--- config.mk ---
export PLATFORM = sky130hd
export DESIGN_NAME = executeStage
export DESIGN_NICKNAME = d
export VERILOG_FILES = /design/src/hdl/mipsPkg.sv /design/src/hdl/insnDecoder.sv /design/src/hdl/regFile.sv /design/src/hdl/alu.sv /design/src/hdl/executeStage.sv
export SDC_FILE = /design/constraint.sdc
export NUM_CORES = 2
export LEC_CHECK = 0
export BUFFER_PORTS_ARGS = -buffer_cell sky130_fd_sc_hd__buf_2
export CORE_ASPECT_RATIO = 0.6
export CORE_UTILIZATION = 43
export DETAILED_ROUTE_END_ITERATION = 8
export PLACE_DENSITY = 0.63
export SETUP_SLACK_MARGIN = 0.3
export SLEW_MARGIN = 20
export SYNTH_ARGS = -nofsm -noshare
export SYNTH_HDL_FRONTEND = slang
export SYNTH_SLANG_ARGS = --single-unit
--- constraint.sdc ---
create_clock -name clock -period 6.54 [get_ports clock]
set_input_delay 0.327 -clock clock [delete_from_list [all_inputs] [get_ports clock]]
set_output_delay 0.327 -clock clock [all_outputs]
set_load 0.02 [all_outputs]
--- src/hdl/mipsPkg.sv ---
/*
 * MIPS execute stage shared definitions: data and register widths,
 * opcode, funct and REGIMM codes, instruction class and the
 * instruction word union with its R, I and J views
 */

`default_nettype none

package mipsPkg;

    localparam int WORD_WIDTH     = 32;
    localparam int REG_ADDR_WIDTH = 5;
    localparam int REG_COUNT      = 32;

    typedef logic [WORD_WIDTH-1:0]     wordT;
    typedef logic [REG_ADDR_WIDTH-1:0] regAddrT;

    // primary opcodes, bits 31:26
    localparam logic [5:0] OP_SPECIAL = 6'h00;
    localparam logic [5:0] OP_REGIMM  = 6'h01;
    localparam logic [5:0] OP_J       = 6'h02;
    localparam logic [5:0] OP_BEQ     = 6'h04;
    localparam logic [5:0] OP_BNE     = 6'h05;
    localparam logic [5:0] OP_BLEZ    = 6'h06;
    localparam logic [5:0] OP_BGTZ    = 6'h07;
    localparam logic [5:0] OP_ADDIU   = 6'h09;
    localparam logic [5:0] OP_SLTI    = 6'h0a;
    localparam logic [5:0] OP_ORI     = 6'h0d;
    localparam logic [5:0] OP_LUI     = 6'h0f;

    // funct field of SPECIAL, bits 5:0
    localparam logic [5:0] FN_SLL  = 6'h00;
    localparam logic [5:0] FN_SRL  = 6'h02;
    localparam logic [5:0] FN_SRA  = 6'h03;
    localparam logic [5:0] FN_ADD  = 6'h20;
    localparam logic [5:0] FN_ADDU = 6'h21;
    localparam logic [5:0] FN_SUB  = 6'h22;
    localparam logic [5:0] FN_SUBU = 6'h23;
    localparam logic [5:0] FN_AND  = 6'h24;
    localparam logic [5:0] FN_OR   = 6'h25;
    localparam logic [5:0] FN_XOR  = 6'h26;
    localparam logic [5:0] FN_NOR  = 6'h27;
    localparam logic [5:0] FN_SLT  = 6'h2a;
    localparam logic [5:0] FN_SLTU = 6'h2b;

    // REGIMM branches are selected by the rt field
    localparam logic [4:0] RI_BLTZ = 5'h00;
    localparam logic [4:0] RI_BGEZ = 5'h01;

    typedef enum logic [1:0] {
        CLS_NONE,
        CLS_R,
        CLS_I,
        CLS_J  // jumps and all branches
    } insnClassT;

    // one instruction word, three field layouts
    typedef union packed {
        struct packed {
            logic [5:0] opcode;
            regAddrT    rs;
            regAddrT    rt;
            regAddrT    rd;
            logic [4:0] sa;
            logic [5:0] funct;
        } rFmt;
        struct packed {
            logic [5:0]  opcode;
            regAddrT     rs;
            regAddrT     rt;
            logic [15:0] imm;  // also the branch offset
        } iFmt;
        struct packed {
            logic [5:0]  opcode;
            logic [25:0] index;
        } jFmt;
    } insnT;

endpackage

`default_nettype wire

--- src/hdl/insnDecoder.sv ---
/*
 * Instruction decoder: sorts the word into R, I or J class and
 * picks the destination register and its write enable
 */

`default_nettype none

module insnDecoder (
    input  mipsPkg::insnT      insn,
    output mipsPkg::insnClassT insnClass,
    output mipsPkg::regAddrT   destReg,
    output logic               writeEn
);
    import mipsPkg::*;

    always_comb begin
        insnClass = CLS_NONE;
        case (insn.rFmt.opcode)
            OP_SPECIAL: begin
                case (insn.rFmt.funct)
                    FN_SLL, FN_SRL, FN_SRA,
                    FN_ADD, FN_ADDU, FN_SUB, FN_SUBU,
                    FN_AND, FN_OR, FN_XOR, FN_NOR,
                    FN_SLT, FN_SLTU: begin
                        insnClass = CLS_R;
                    end
                    default: begin
                        insnClass = CLS_NONE;  // unknown funct
                    end
                endcase
            end
            OP_ADDIU, OP_SLTI, OP_ORI, OP_LUI: begin
                insnClass = CLS_I;
            end
            OP_J, OP_BEQ, OP_BNE, OP_BLEZ, OP_BGTZ: begin
                insnClass = CLS_J;
            end
            OP_REGIMM: begin
                if (insn.iFmt.rt == RI_BLTZ || insn.iFmt.rt == RI_BGEZ) begin
                    insnClass = CLS_J;
                end
            end
            default: begin
                insnClass = CLS_NONE;  // loads, stores and the rest
            end
        endcase
    end

    // rd for R, rt for immediates, nothing written otherwise
    always_comb begin
        case (insnClass)
            CLS_R: begin
                destReg = insn.rFmt.rd;
            end
            CLS_I: begin
                destReg = insn.iFmt.rt;
            end
            default: begin
                destReg = '0;
            end
        endcase
    end

    assign writeEn = (insnClass == CLS_R) || (insnClass == CLS_I);

endmodule

`default_nettype wire

--- src/hdl/regFile.sv ---
/*
 * 32 x 32-bit register file, two combinational read ports,
 * one write port, zero register and write-through bypass
 */

`default_nettype none

module regFile (
    input  logic             clock,
    input  logic             arstN,
    input  mipsPkg::regAddrT rsAddr,
    input  mipsPkg::regAddrT rtAddr,
    input  mipsPkg::regAddrT writeAddr,
    input  mipsPkg::wordT    writeData,
    input  logic             writeEn,
    output mipsPkg::wordT    rsData,
    output mipsPkg::wordT    rtData
);
    import mipsPkg::*;

    wordT regs [1:REG_COUNT-1];  // no storage for r0

    function automatic wordT readPort(input regAddrT addr);
        if (addr == '0) begin
            return '0;
        end
        if (writeEn && addr == writeAddr) begin
            return writeData;  // bypass the pending write
        end
        return regs[addr];
    endfunction

    always_ff @(posedge clock or negedge arstN) begin
        if (!arstN) begin
            for (int i = 1; i < REG_COUNT; i++) begin
                regs[i] <= '0;
            end
        end else if (writeEn && writeAddr != '0) begin
            regs[writeAddr] <= writeData;
        end
    end

    always_comb begin
        rsData = readPort(rsAddr);
        rtData = readPort(rtAddr);
    end

    // the writeback path upstream drops r0 destinations
    noZeroWrite: assert property (
        @(posedge clock) disable iff (!arstN)
        writeEn |-> writeAddr != '0
    );

endmodule

`default_nettype wire

--- src/hdl/alu.sv ---
/*
 * Registered ALU: arithmetic, logic, shifts, compares,
 * jump target and branch evaluation, one result per instruction
 */

`default_nettype none

module alu (
    input  logic               clock,
    input  logic               arstN,
    input  logic               insnValid,
    input  mipsPkg::insnT      insn,
    input  mipsPkg::insnClassT insnClass,
    input  mipsPkg::wordT      pc,
    input  mipsPkg::wordT      rsData,
    input  mipsPkg::wordT      rtData,
    output mipsPkg::wordT      result,
    output logic               resultValid,
    output logic               branchTaken
);
    import mipsPkg::*;

    wordT pcPlus4;
    wordT immSext;
    wordT immZext;
    wordT branchTarget;
    wordT nextResult;
    logic nextTaken;
    logic isBranch;

    assign pcPlus4      = pc + WORD_WIDTH'(4);
    assign immSext      = {{16{insn.iFmt.imm[15]}}, insn.iFmt.imm};
    assign immZext      = {16'b0, insn.iFmt.imm};
    assign branchTarget = pcPlus4 + {immSext[WORD_WIDTH-3:0], 2'b00};

    always_comb begin
        nextResult = '0;
        nextTaken  = 1'b0;
        isBranch   = 1'b0;
        case (insnClass)
            CLS_R: begin
                case (insn.rFmt.funct)
                    FN_ADD, FN_ADDU: nextResult = rsData + rtData;  // no overflow trap
                    FN_SUB, FN_SUBU: nextResult = rsData - rtData;
                    FN_AND:  nextResult = rsData & rtData;
                    FN_OR:   nextResult = rsData | rtData;
                    FN_XOR:  nextResult = rsData ^ rtData;
                    FN_NOR:  nextResult = ~(rsData | rtData);
                    FN_SLT:  nextResult = wordT'($signed(rsData) < $signed(rtData));
                    FN_SLTU: nextResult = wordT'(rsData < rtData);
                    FN_SLL:  nextResult = rtData << insn.rFmt.sa;
                    FN_SRL:  nextResult = rtData >> insn.rFmt.sa;
                    FN_SRA:  nextResult = $signed(rtData) >>> insn.rFmt.sa;
                    default: nextResult = '0;
                endcase
            end
            CLS_I: begin
                case (insn.iFmt.opcode)
                    OP_ADDIU: nextResult = rsData + immSext;
                    OP_SLTI:  nextResult = wordT'($signed(rsData) < $signed(immSext));
                    OP_ORI:   nextResult = rsData | immZext;
                    OP_LUI:   nextResult = {insn.iFmt.imm, 16'b0};
                    default:  nextResult = '0;
                endcase
            end
            CLS_J: begin
                isBranch = 1'b1;
                case (insn.jFmt.opcode)
                    OP_J: begin
                        isBranch   = 1'b0;
                        nextResult = {pcPlus4[31:28], insn.jFmt.index, 2'b00};
                    end
                    OP_BEQ:  nextTaken = (rsData == rtData);
                    OP_BNE:  nextTaken = (rsData != rtData);
                    OP_BLEZ: nextTaken = rsData[31] || (rsData == '0);
                    OP_BGTZ: nextTaken = !rsData[31] && (rsData != '0);
                    OP_REGIMM: begin
                        // sign bit alone decides both
                        if (insn.iFmt.rt == RI_BLTZ) begin
                            nextTaken = rsData[31];
                        end else if (insn.iFmt.rt == RI_BGEZ) begin
                            nextTaken = !rsData[31];
                        end
                    end
                    default: begin
                        isBranch = 1'b0;
                    end
                endcase
                if (isBranch) begin
                    nextResult = nextTaken ? branchTarget : pcPlus4;
                end
            end
            default: begin
                nextResult = '0;  // unsupported, still reported
            end
        endcase
    end

    always_ff @(posedge clock or negedge arstN) begin
        if (!arstN) begin
            result      <= '0;
            resultValid <= 1'b0;
            branchTaken <= 1'b0;
        end else begin
            resultValid <= insnValid;
            branchTaken <= insnValid && nextTaken;
            if (insnValid) begin
                result <= nextResult;
            end
        end
    end

    takenNeedsValid: assert property (
        @(posedge clock) disable iff (!arstN)
        branchTaken |-> resultValid
    );

    // one pulse per offered instruction
    validIsPulse: assert property (
        @(posedge clock) disable iff (!arstN)
        !insnValid |=> !resultValid
    );

endmodule

`default_nettype wire

--- src/hdl/executeStage.sv ---
/*
 * Execute stage top: decoder, register file and ALU, plus the
 * destination and write-enable registers for writeback
 */

`default_nettype none

module executeStage (
    input  logic             clock,
    input  logic             arstN,
    input  logic             insnValid,
    input  mipsPkg::insnT    insn,
    input  mipsPkg::wordT    pc,
    output mipsPkg::wordT    result,
    output logic             resultValid,
    output logic             branchTaken,
    output mipsPkg::regAddrT destOut,
    output logic             writeOut
);
    import mipsPkg::*;

    insnClassT insnClass;
    regAddrT   destReg;
    logic      writeEn;
    wordT      rsData;
    wordT      rtData;
    logic      rfWriteEn;

    insnDecoder decoder (
        .insn      (insn),
        .insnClass (insnClass),
        .destReg   (destReg),
        .writeEn   (writeEn)
    );

    // r0 destinations are reported but never reach the file
    assign rfWriteEn = resultValid && writeOut && (destOut != '0);

    regFile regs (
        .clock     (clock),
        .arstN     (arstN),
        .rsAddr    (insn.rFmt.rs),
        .rtAddr    (insn.rFmt.rt),
        .writeAddr (destOut),
        .writeData (result),
        .writeEn   (rfWriteEn),
        .rsData    (rsData),
        .rtData    (rtData)
    );

    alu execAlu (
        .clock       (clock),
        .arstN       (arstN),
        .insnValid   (insnValid),
        .insn        (insn),
        .insnClass   (insnClass),
        .pc          (pc),
        .rsData      (rsData),
        .rtData      (rtData),
        .result      (result),
        .resultValid (resultValid),
        .branchTaken (branchTaken)
    );

    always_ff @(posedge clock or negedge arstN) begin
        if (!arstN) begin
            writeOut <= 1'b0;
        end else begin
            writeOut <= insnValid && writeEn;
        end
    end

    always_ff @(posedge clock) begin
        if (insnValid) begin
            destOut <= destReg;  // travels with the ALU result
        end
    end

endmodule

`default_nettype wire

== Word level (Yosys, flattened, before mapping) ==
Memories as Yosys holds them, arrays and structs flattened.
Index checks and enable logic that the tools add are counted.
Word-level totals
  word-level logic and storage cells: 154
  bits of input ports: 67
  output and inout port bits: 40
  register bits after elaboration: 1032
  memories: 1
  ROM bits: 64
Operators by class
  reductions and logical operators: 25
  shift-type cells: 3
  muxes and demuxes: 39
  equality and inequality tests: 30
  add/subtract/negate cells: 5
  bitwise logic cells: 8
  order comparisons: 7
Memories
  (name not given): words 64, width 1, rd ports 1, clocked after Yosys merged registers in 0, write ports 0, line insnDecoder.sv:20  | case (insn.rFmt.funct)
Operators with widths (number)
  992-bit bitwise mux: 1
  32-bit 2-to-1 mux: 16
  32-bit one-hot mux with 11 select lines: 1
  32-bit binary-select mux with 5-bit select: 2
  32-bit demux with 5-bit select: 1
  32-bit one-hot mux with 4 select lines: 1
  32-bit adder: 3
  32-bit one-hot mux with 3 select lines: 1
  32-bit < comparator: 2
  6-bit == test (second input constant): 10
  32-bit by 3-bit adder with 32-bit output (second input constant): 1
  32-bit AND: 1
  32-bit == test: 1
  32-bit zero test: 1
  32-bit by 16-bit < comparator with 1-bit output: 1
  32-bit inequality test: 1
  32-bit NOT: 1
  32-bit by 16-bit bitwise OR with 32-bit output: 1
  32-bit bitwise OR: 1
  32-bit nonzero test: 1
  32-bit by 5-bit left shift with 32-bit output: 1
  32-bit by 5-bit >> shifter with 32-bit output: 1
  32-bit by 5-bit >>> shifter with 32-bit output: 1
  32-bit subtractor: 1
  other kinds (26): 65

== Longest topological paths before layout ==
  depth in word-level cells: 15
  depth in mapped cells: 28
  depth with buffers taken out: 21

== Cells and area by module ==
From an unflattened synthesis, not the netlist that was laid out.
Unflattened totals
  cells, all modules: 6339
  area total of the unflattened synthesis: 71567.4 um2
Modules (own cells, without submodules)
  regFile: area each 54227.0 um2, cells each 3901, times used 1, seq. area each 24823.8 um2
  alu: area each 16913.7 um2, cells each 2396, times used 1, seq. area each 850.8 um2
  insnDecoder: area each 229.0 um2, cells each 33, times used 1, seq. area each 0.0 um2
  executeStage: area each 197.7 um2, cells each 9, times used 1, seq. area each 175.2 um2

== Least setup slack after synthesis ==
No wires, ideal clock.
  path kind: in2reg
  from: input insn[22] in the netlist's numbering
  to: register execAlu.result[28]
  arrival time: 5.720 ns
  required time: 6.402 ns
  library setup time: 0.138 ns
  buffers on the path: 5
  cell stages on the path: 22
  path slack: 0.682 ns
  cell sequence: buf_2 > buf_2 > buf_2 > buf_2 > clkbuf_1 > mux4_2 > a22oi_1 > a21oi_1 > o31ai_1 > inv_1 > fa_1 > nor2b_1 > o311ai_0 > a2bb2oi_1 > a211oi_1 > o21ai_0 > a21oi_1 > o21ai_0 > a221oi_1 > a21oi_1 > o41ai_1 > a31oi_1
On the way
  longest elaborated chain between the ends: 14
  elaborated cells between the ends (all ways): 37
  classes of those cells: add/sub (3); eq/ne (3); mux (18); bitwise (6); reduce/logical (7)
Ends and longest elaborated chain
  start, declared: line executeStage.sv:12  | input mipsPkg::insnT insn,
  5-bit NOT with 6-bit output (implied by the code) / 5-bit == test (equally long branches): line regFile.sv:30, regFile.sv:27
  32-bit binary-select mux with 5-bit select / 1-bit logical AND (equally long branches): line regFile.sv:30, regFile.sv:27
  32-bit 2-to-1 mux (implied by the code) / 1-bit 2-to-1 mux (equally long branches) (2 in a row): line regFile.sv:30, regFile.sv:27
  32-bit 2-to-1 mux: line regFile.sv:30  | return regs[addr];
  32-bit 2-to-1 mux *: line regFile.sv:27  | if (writeEn && addr == writeAddr) begin
  parallel branches: the longest is 7 deep, another holds 32-bit subtractor
  32-bit one-hot mux with 3 select lines *: line alu.sv:40  | case (insnClass)
  end signal, assigned: line alu.sv:108  | result <= nextResult;
  end, declared: line alu.sv:17  | output mipsPkg::wordT result,
Every way passes the cells marked *. The select of a mux whose other input is x is not followed.
A chain may end at the register's enable or synchronous reset.

== Worst setup path after layout ==
  from: register destOut[4]
  to: register execAlu.result[30]
On the way
  longest elaborated chain between the ends: 15
  elaborated cells between the ends (all ways): 43
  classes of those cells: add/sub (3); eq/ne (4); shift (3); mux (19); bitwise (5); reduce/logical (9)
Ends and longest elaborated chain
  start, declared: line executeStage.sv:17  | output mipsPkg::regAddrT destOut,
  start signal, assigned: line executeStage.sv:75  | destOut <= destReg;
  parallel branches: the longest is 14 deep, another holds 32-bit subtractor
  32-bit one-hot mux with 3 select lines *: line alu.sv:40
Marked as above.

==> impl_metrics.py <==
metrics = {
    "outcome": {
        "outcome": "finished, final reports clean",
    },
    "clock_tree": {
        "cts_made_buffers": 96,
        "root_buffer": "clkbuf_16",
        "clk_pin_slew_ns": 0.07,
        "clkLatencyLatePin_ns": 0.75,
        "clockBufferDepth": 3,
        "cts_sinks": 1032,
        "htreeDepth": 3,
        "tritoncts": "yes",
    },
    "synth": {
        "yosys_warnings": 0,
        "synth_top_family_by_area": "multiplexers",
        "synth_seq_cells": 1032,
        "synth_commonest_cells": "dfrtp_1 (1027), mux2_2 (991), clkbuf_1 (395)",
        "synth_edf_count": 5,
        "syn-num-nets": 6780,
        "ys_types": 92,
        "synth_xor_area_share_pct": 1.511,
        "yosysMostFrequentCell": "dfrtp_1",
        "yosys-top-cells-area": "dfrtp_1 (36%), mux2_2 (16%), mux4_2 (11%)",
        "synth_top_cell_by_area": "dfrtp_1",
        "syn-instance-count": 6491,
        "ys.flop_type": "dfrtp_1",
        "async_flop_share_pct": 99.52,
        "synth_compound_area_share_pct": 14.35,
        "netlist_area_sq_um": 71290,
        "synthSimpleGateAreaFrac_pct": 7.384,
        "synth_mux_area_share_pct": 32.08,
        "synth_adder_area_share_pct": 3.939,
        "syn_avg_cell_area_sq_um": 10.98,
        "synth_top_cell_area_share_pct": 36.05,
        "yosysSeqAreaShare_pct": 36.26,
    },
    "global_route": {
        "track_usage_pct": 44.95,
        "gr-total-overflow": 0,
        "grt_pass1_vias": 62280,
        "antenna_found_initial": 37,
        "grt_pass1_wl_um": 521000,
        "grt_max_degree": 176,
    },
    "timing": {
        "finClkSkew_ns": 0.06604,
        "setup_viol": 0,
        "period_needed_ns": 6.256,
        "fmax_mhz": 159.9,
        "finalCritPeriodShare_pct": 95.65,
        "timing_hold_violations_final": 0,
        "drv_slew": 0,
        "worst_slew_pin_slew_ns": 1.323,
        "slew_headroom_pct": 11.04,
        "rsz0062_at_grt": "true",
    },
    "route": {
        "routed_via_density": 7.036,
        "antenna_left": 0,
        "first_pass_iters": 7,
        "wl_per_cell_um": 40.40,
        "drc": 0,
        "wl_um": 381800,
        "dr.first_iter.drc_count": 11450,
        "vias": 66490,
    },
    "place": {
        "io_buffers": 106,
        "routabilityCongestion": 1.115,
        "place_inst": 9243,
        "dp_hpwl_um": 282900,
    },
    "floorplanning": {
        "die_h_um": 317.4,
        "core_area_sq_um": 164200,
        "io_pins": 107,
        "rows": 115,
        "start_util_pct": 43.42,
        "dieArea_sq_um": 167500,
        "die_x_um": 527.6,
    },
    "run": {
        "maxCapViolCount": 0,
    },
    "setup_path": {
        "critPathLaunchType": "register",
        "path_buf_inv": 11,
        "slowest_delay_ns": 0.44,
        "worstPathMaxFanout": 13,
        "crit_required_ns": 7.14,
        "crit_start": "destOut[4]",
        "cp_top_family": "compound AO/OA/AOI/OAI gates",
        "worstSetupPathType": "reg2reg",
        "r2r-start": "destOut[4]",
        "crit_path_end_kind": "register",
        "cp_slowest_cell": "edfxtp_1",
        "arrival_ns": 6.86,
        "worst_path_most_repeated_cell": "buf_4",
    },
    "power_and_ir_drop": {
        "power.density_nw_per_um2": 196.2,
        "pwr-share-seq_pct": 39.5,
        "p_leak_uw": 0.03882,
        "p_int_uw": 11170,
        "ir_drop_mv": 0.2248,
        "switchingPower_uw": 5386,
        "p_sw_share_pct": 32.53,
        "combinationalPowerShare_pct": 23.0,
        "finalPower_uw": 16560,
        "power_frac_clock_pct": 37.5,
    },
    "final_layout": {
        "fin_nets": 7414,
        "instances_no_fill": 9450,
        "syn_to_final_growth_pct": 18.39,
        "drive_above_1_share_pct": 38.03,
    },
    "worst_hold_path": {
        "hold_path.class": "in2reg",
        "hp-start": "pc[28]",
    },
}
[layout make-up]
cell class,count,area [sq um]
Fill cell,14560,79780
Multi-Input combinational cell,4711,42830
Sequential cell,1032,25850
Timing Repair Buffer,1107,8856
Clock buffer,137,2788
Tap cell,2223,2781
Inverter,177,664.4
Clock inverter,41,564.3
Antenna cell,22,55.05
[worst reg2reg max path: cells and delay by family (launching register included)]
family | cells | cell delay [ns]
flops | 1 | 0.44
fa+ha+maj | 1 | 0.34
simple gates | 2 | 0.37
xor+xnor | 2 | 0.34
compound gates | 11 | 2.45
buf+inv | 11 | 2.15
[flip-flops by register name (all words and copies together) (netlist names)]
name,cells
destOut,5
execAlu.branchTaken,1
execAlu.result,32
execAlu.resultValid,1
regs.regs,992
writeOut,1
[final timing paths]
kind                                       to  slack (ns)  cells after the start
hold reg to reg                regs.regs[689]        0.50                      2
min in group asynchronous      regs.regs[134]        0.26                      2
setup / recovery           execAlu.result[30]        0.28                     27
max in group asynchronous       regs.regs[86]        4.46                      4
setup reg to reg           execAlu.result[30]        0.28                     27
hold / removal             execAlu.result[28]        0.16                      5
[cell usage in the layout, fill, tap and decap left out, types with 98 or more instances in the layout]
cell type and instances:
a21oi_1 302, a22oi_1 167, buf_2 98, buf_4 940
dfrtp_1 1025, ha_1 218, inv_1 165, mux2_2 991
mux2i_1 382, mux4_2 345, nand2_1 329, nor2_1 319
o21ai_0 282, o22ai_1 105
[power groups by stage]
stage | clock, uW | sequential, uW | combinational (uW)
after detailed placement | 0 | 6650 | 3550
after floorplan | 0 | 6630 | 1680
after global routing | 6450 | 6540 | 3860
final | 6200 | 6540 | 3810
after global placement | 0 | 6650 | 3550
after CTS | 6200 | 6530 | 3570
[through the flow]
step                hold WS (ns)  setup TNS (ns)  setup slack [ns]  area [sq um]  utilization (%)
finish                    0.1611               0            0.2843         84400            51.41
detailed placement        0.4143          -4.110           -0.7166         80610            49.10
floorplan                0.03141               0            0.6816         71290                -
global route              0.1587               0            0.2559         84360            51.38
CTS                       0.1412               0            0.3096         84090            51.22
global placement          0.4111          -3.749           -0.6649         80610            49.10
[cells by family after synthesis]
family | after synthesis
adders and majority gates | 222
DFF | 1032
buffers and inverters | 748
AOI/OAI and AO/OA | 1512
xor gates and xnor gates | 123
muxes | 1723
and+or+nand+nor | 1131
[layer usage]
layer / part of all wire, % / track usage, % / vias up
met5: 0.24 / 1.694 / -
met4: 3.8 / 14.34 / 42
met3: 19 / 27.77 / 850
met2: 36 / 54.45 / 5557
met1: 42 / 63.51 / 34080
li1: - / - / 25960
[repair_timing]
item | in CTS | in global routing
pin swaps | 1 | 6
setup endpoints to repair | 11 | 23
gates resized for setup | 18 | 39
endpoints found under the hold margin | 86 | 0
setup buffers | 0 | 3
hold buffers | 3 | 0
(Power assumes the default switching activity.)
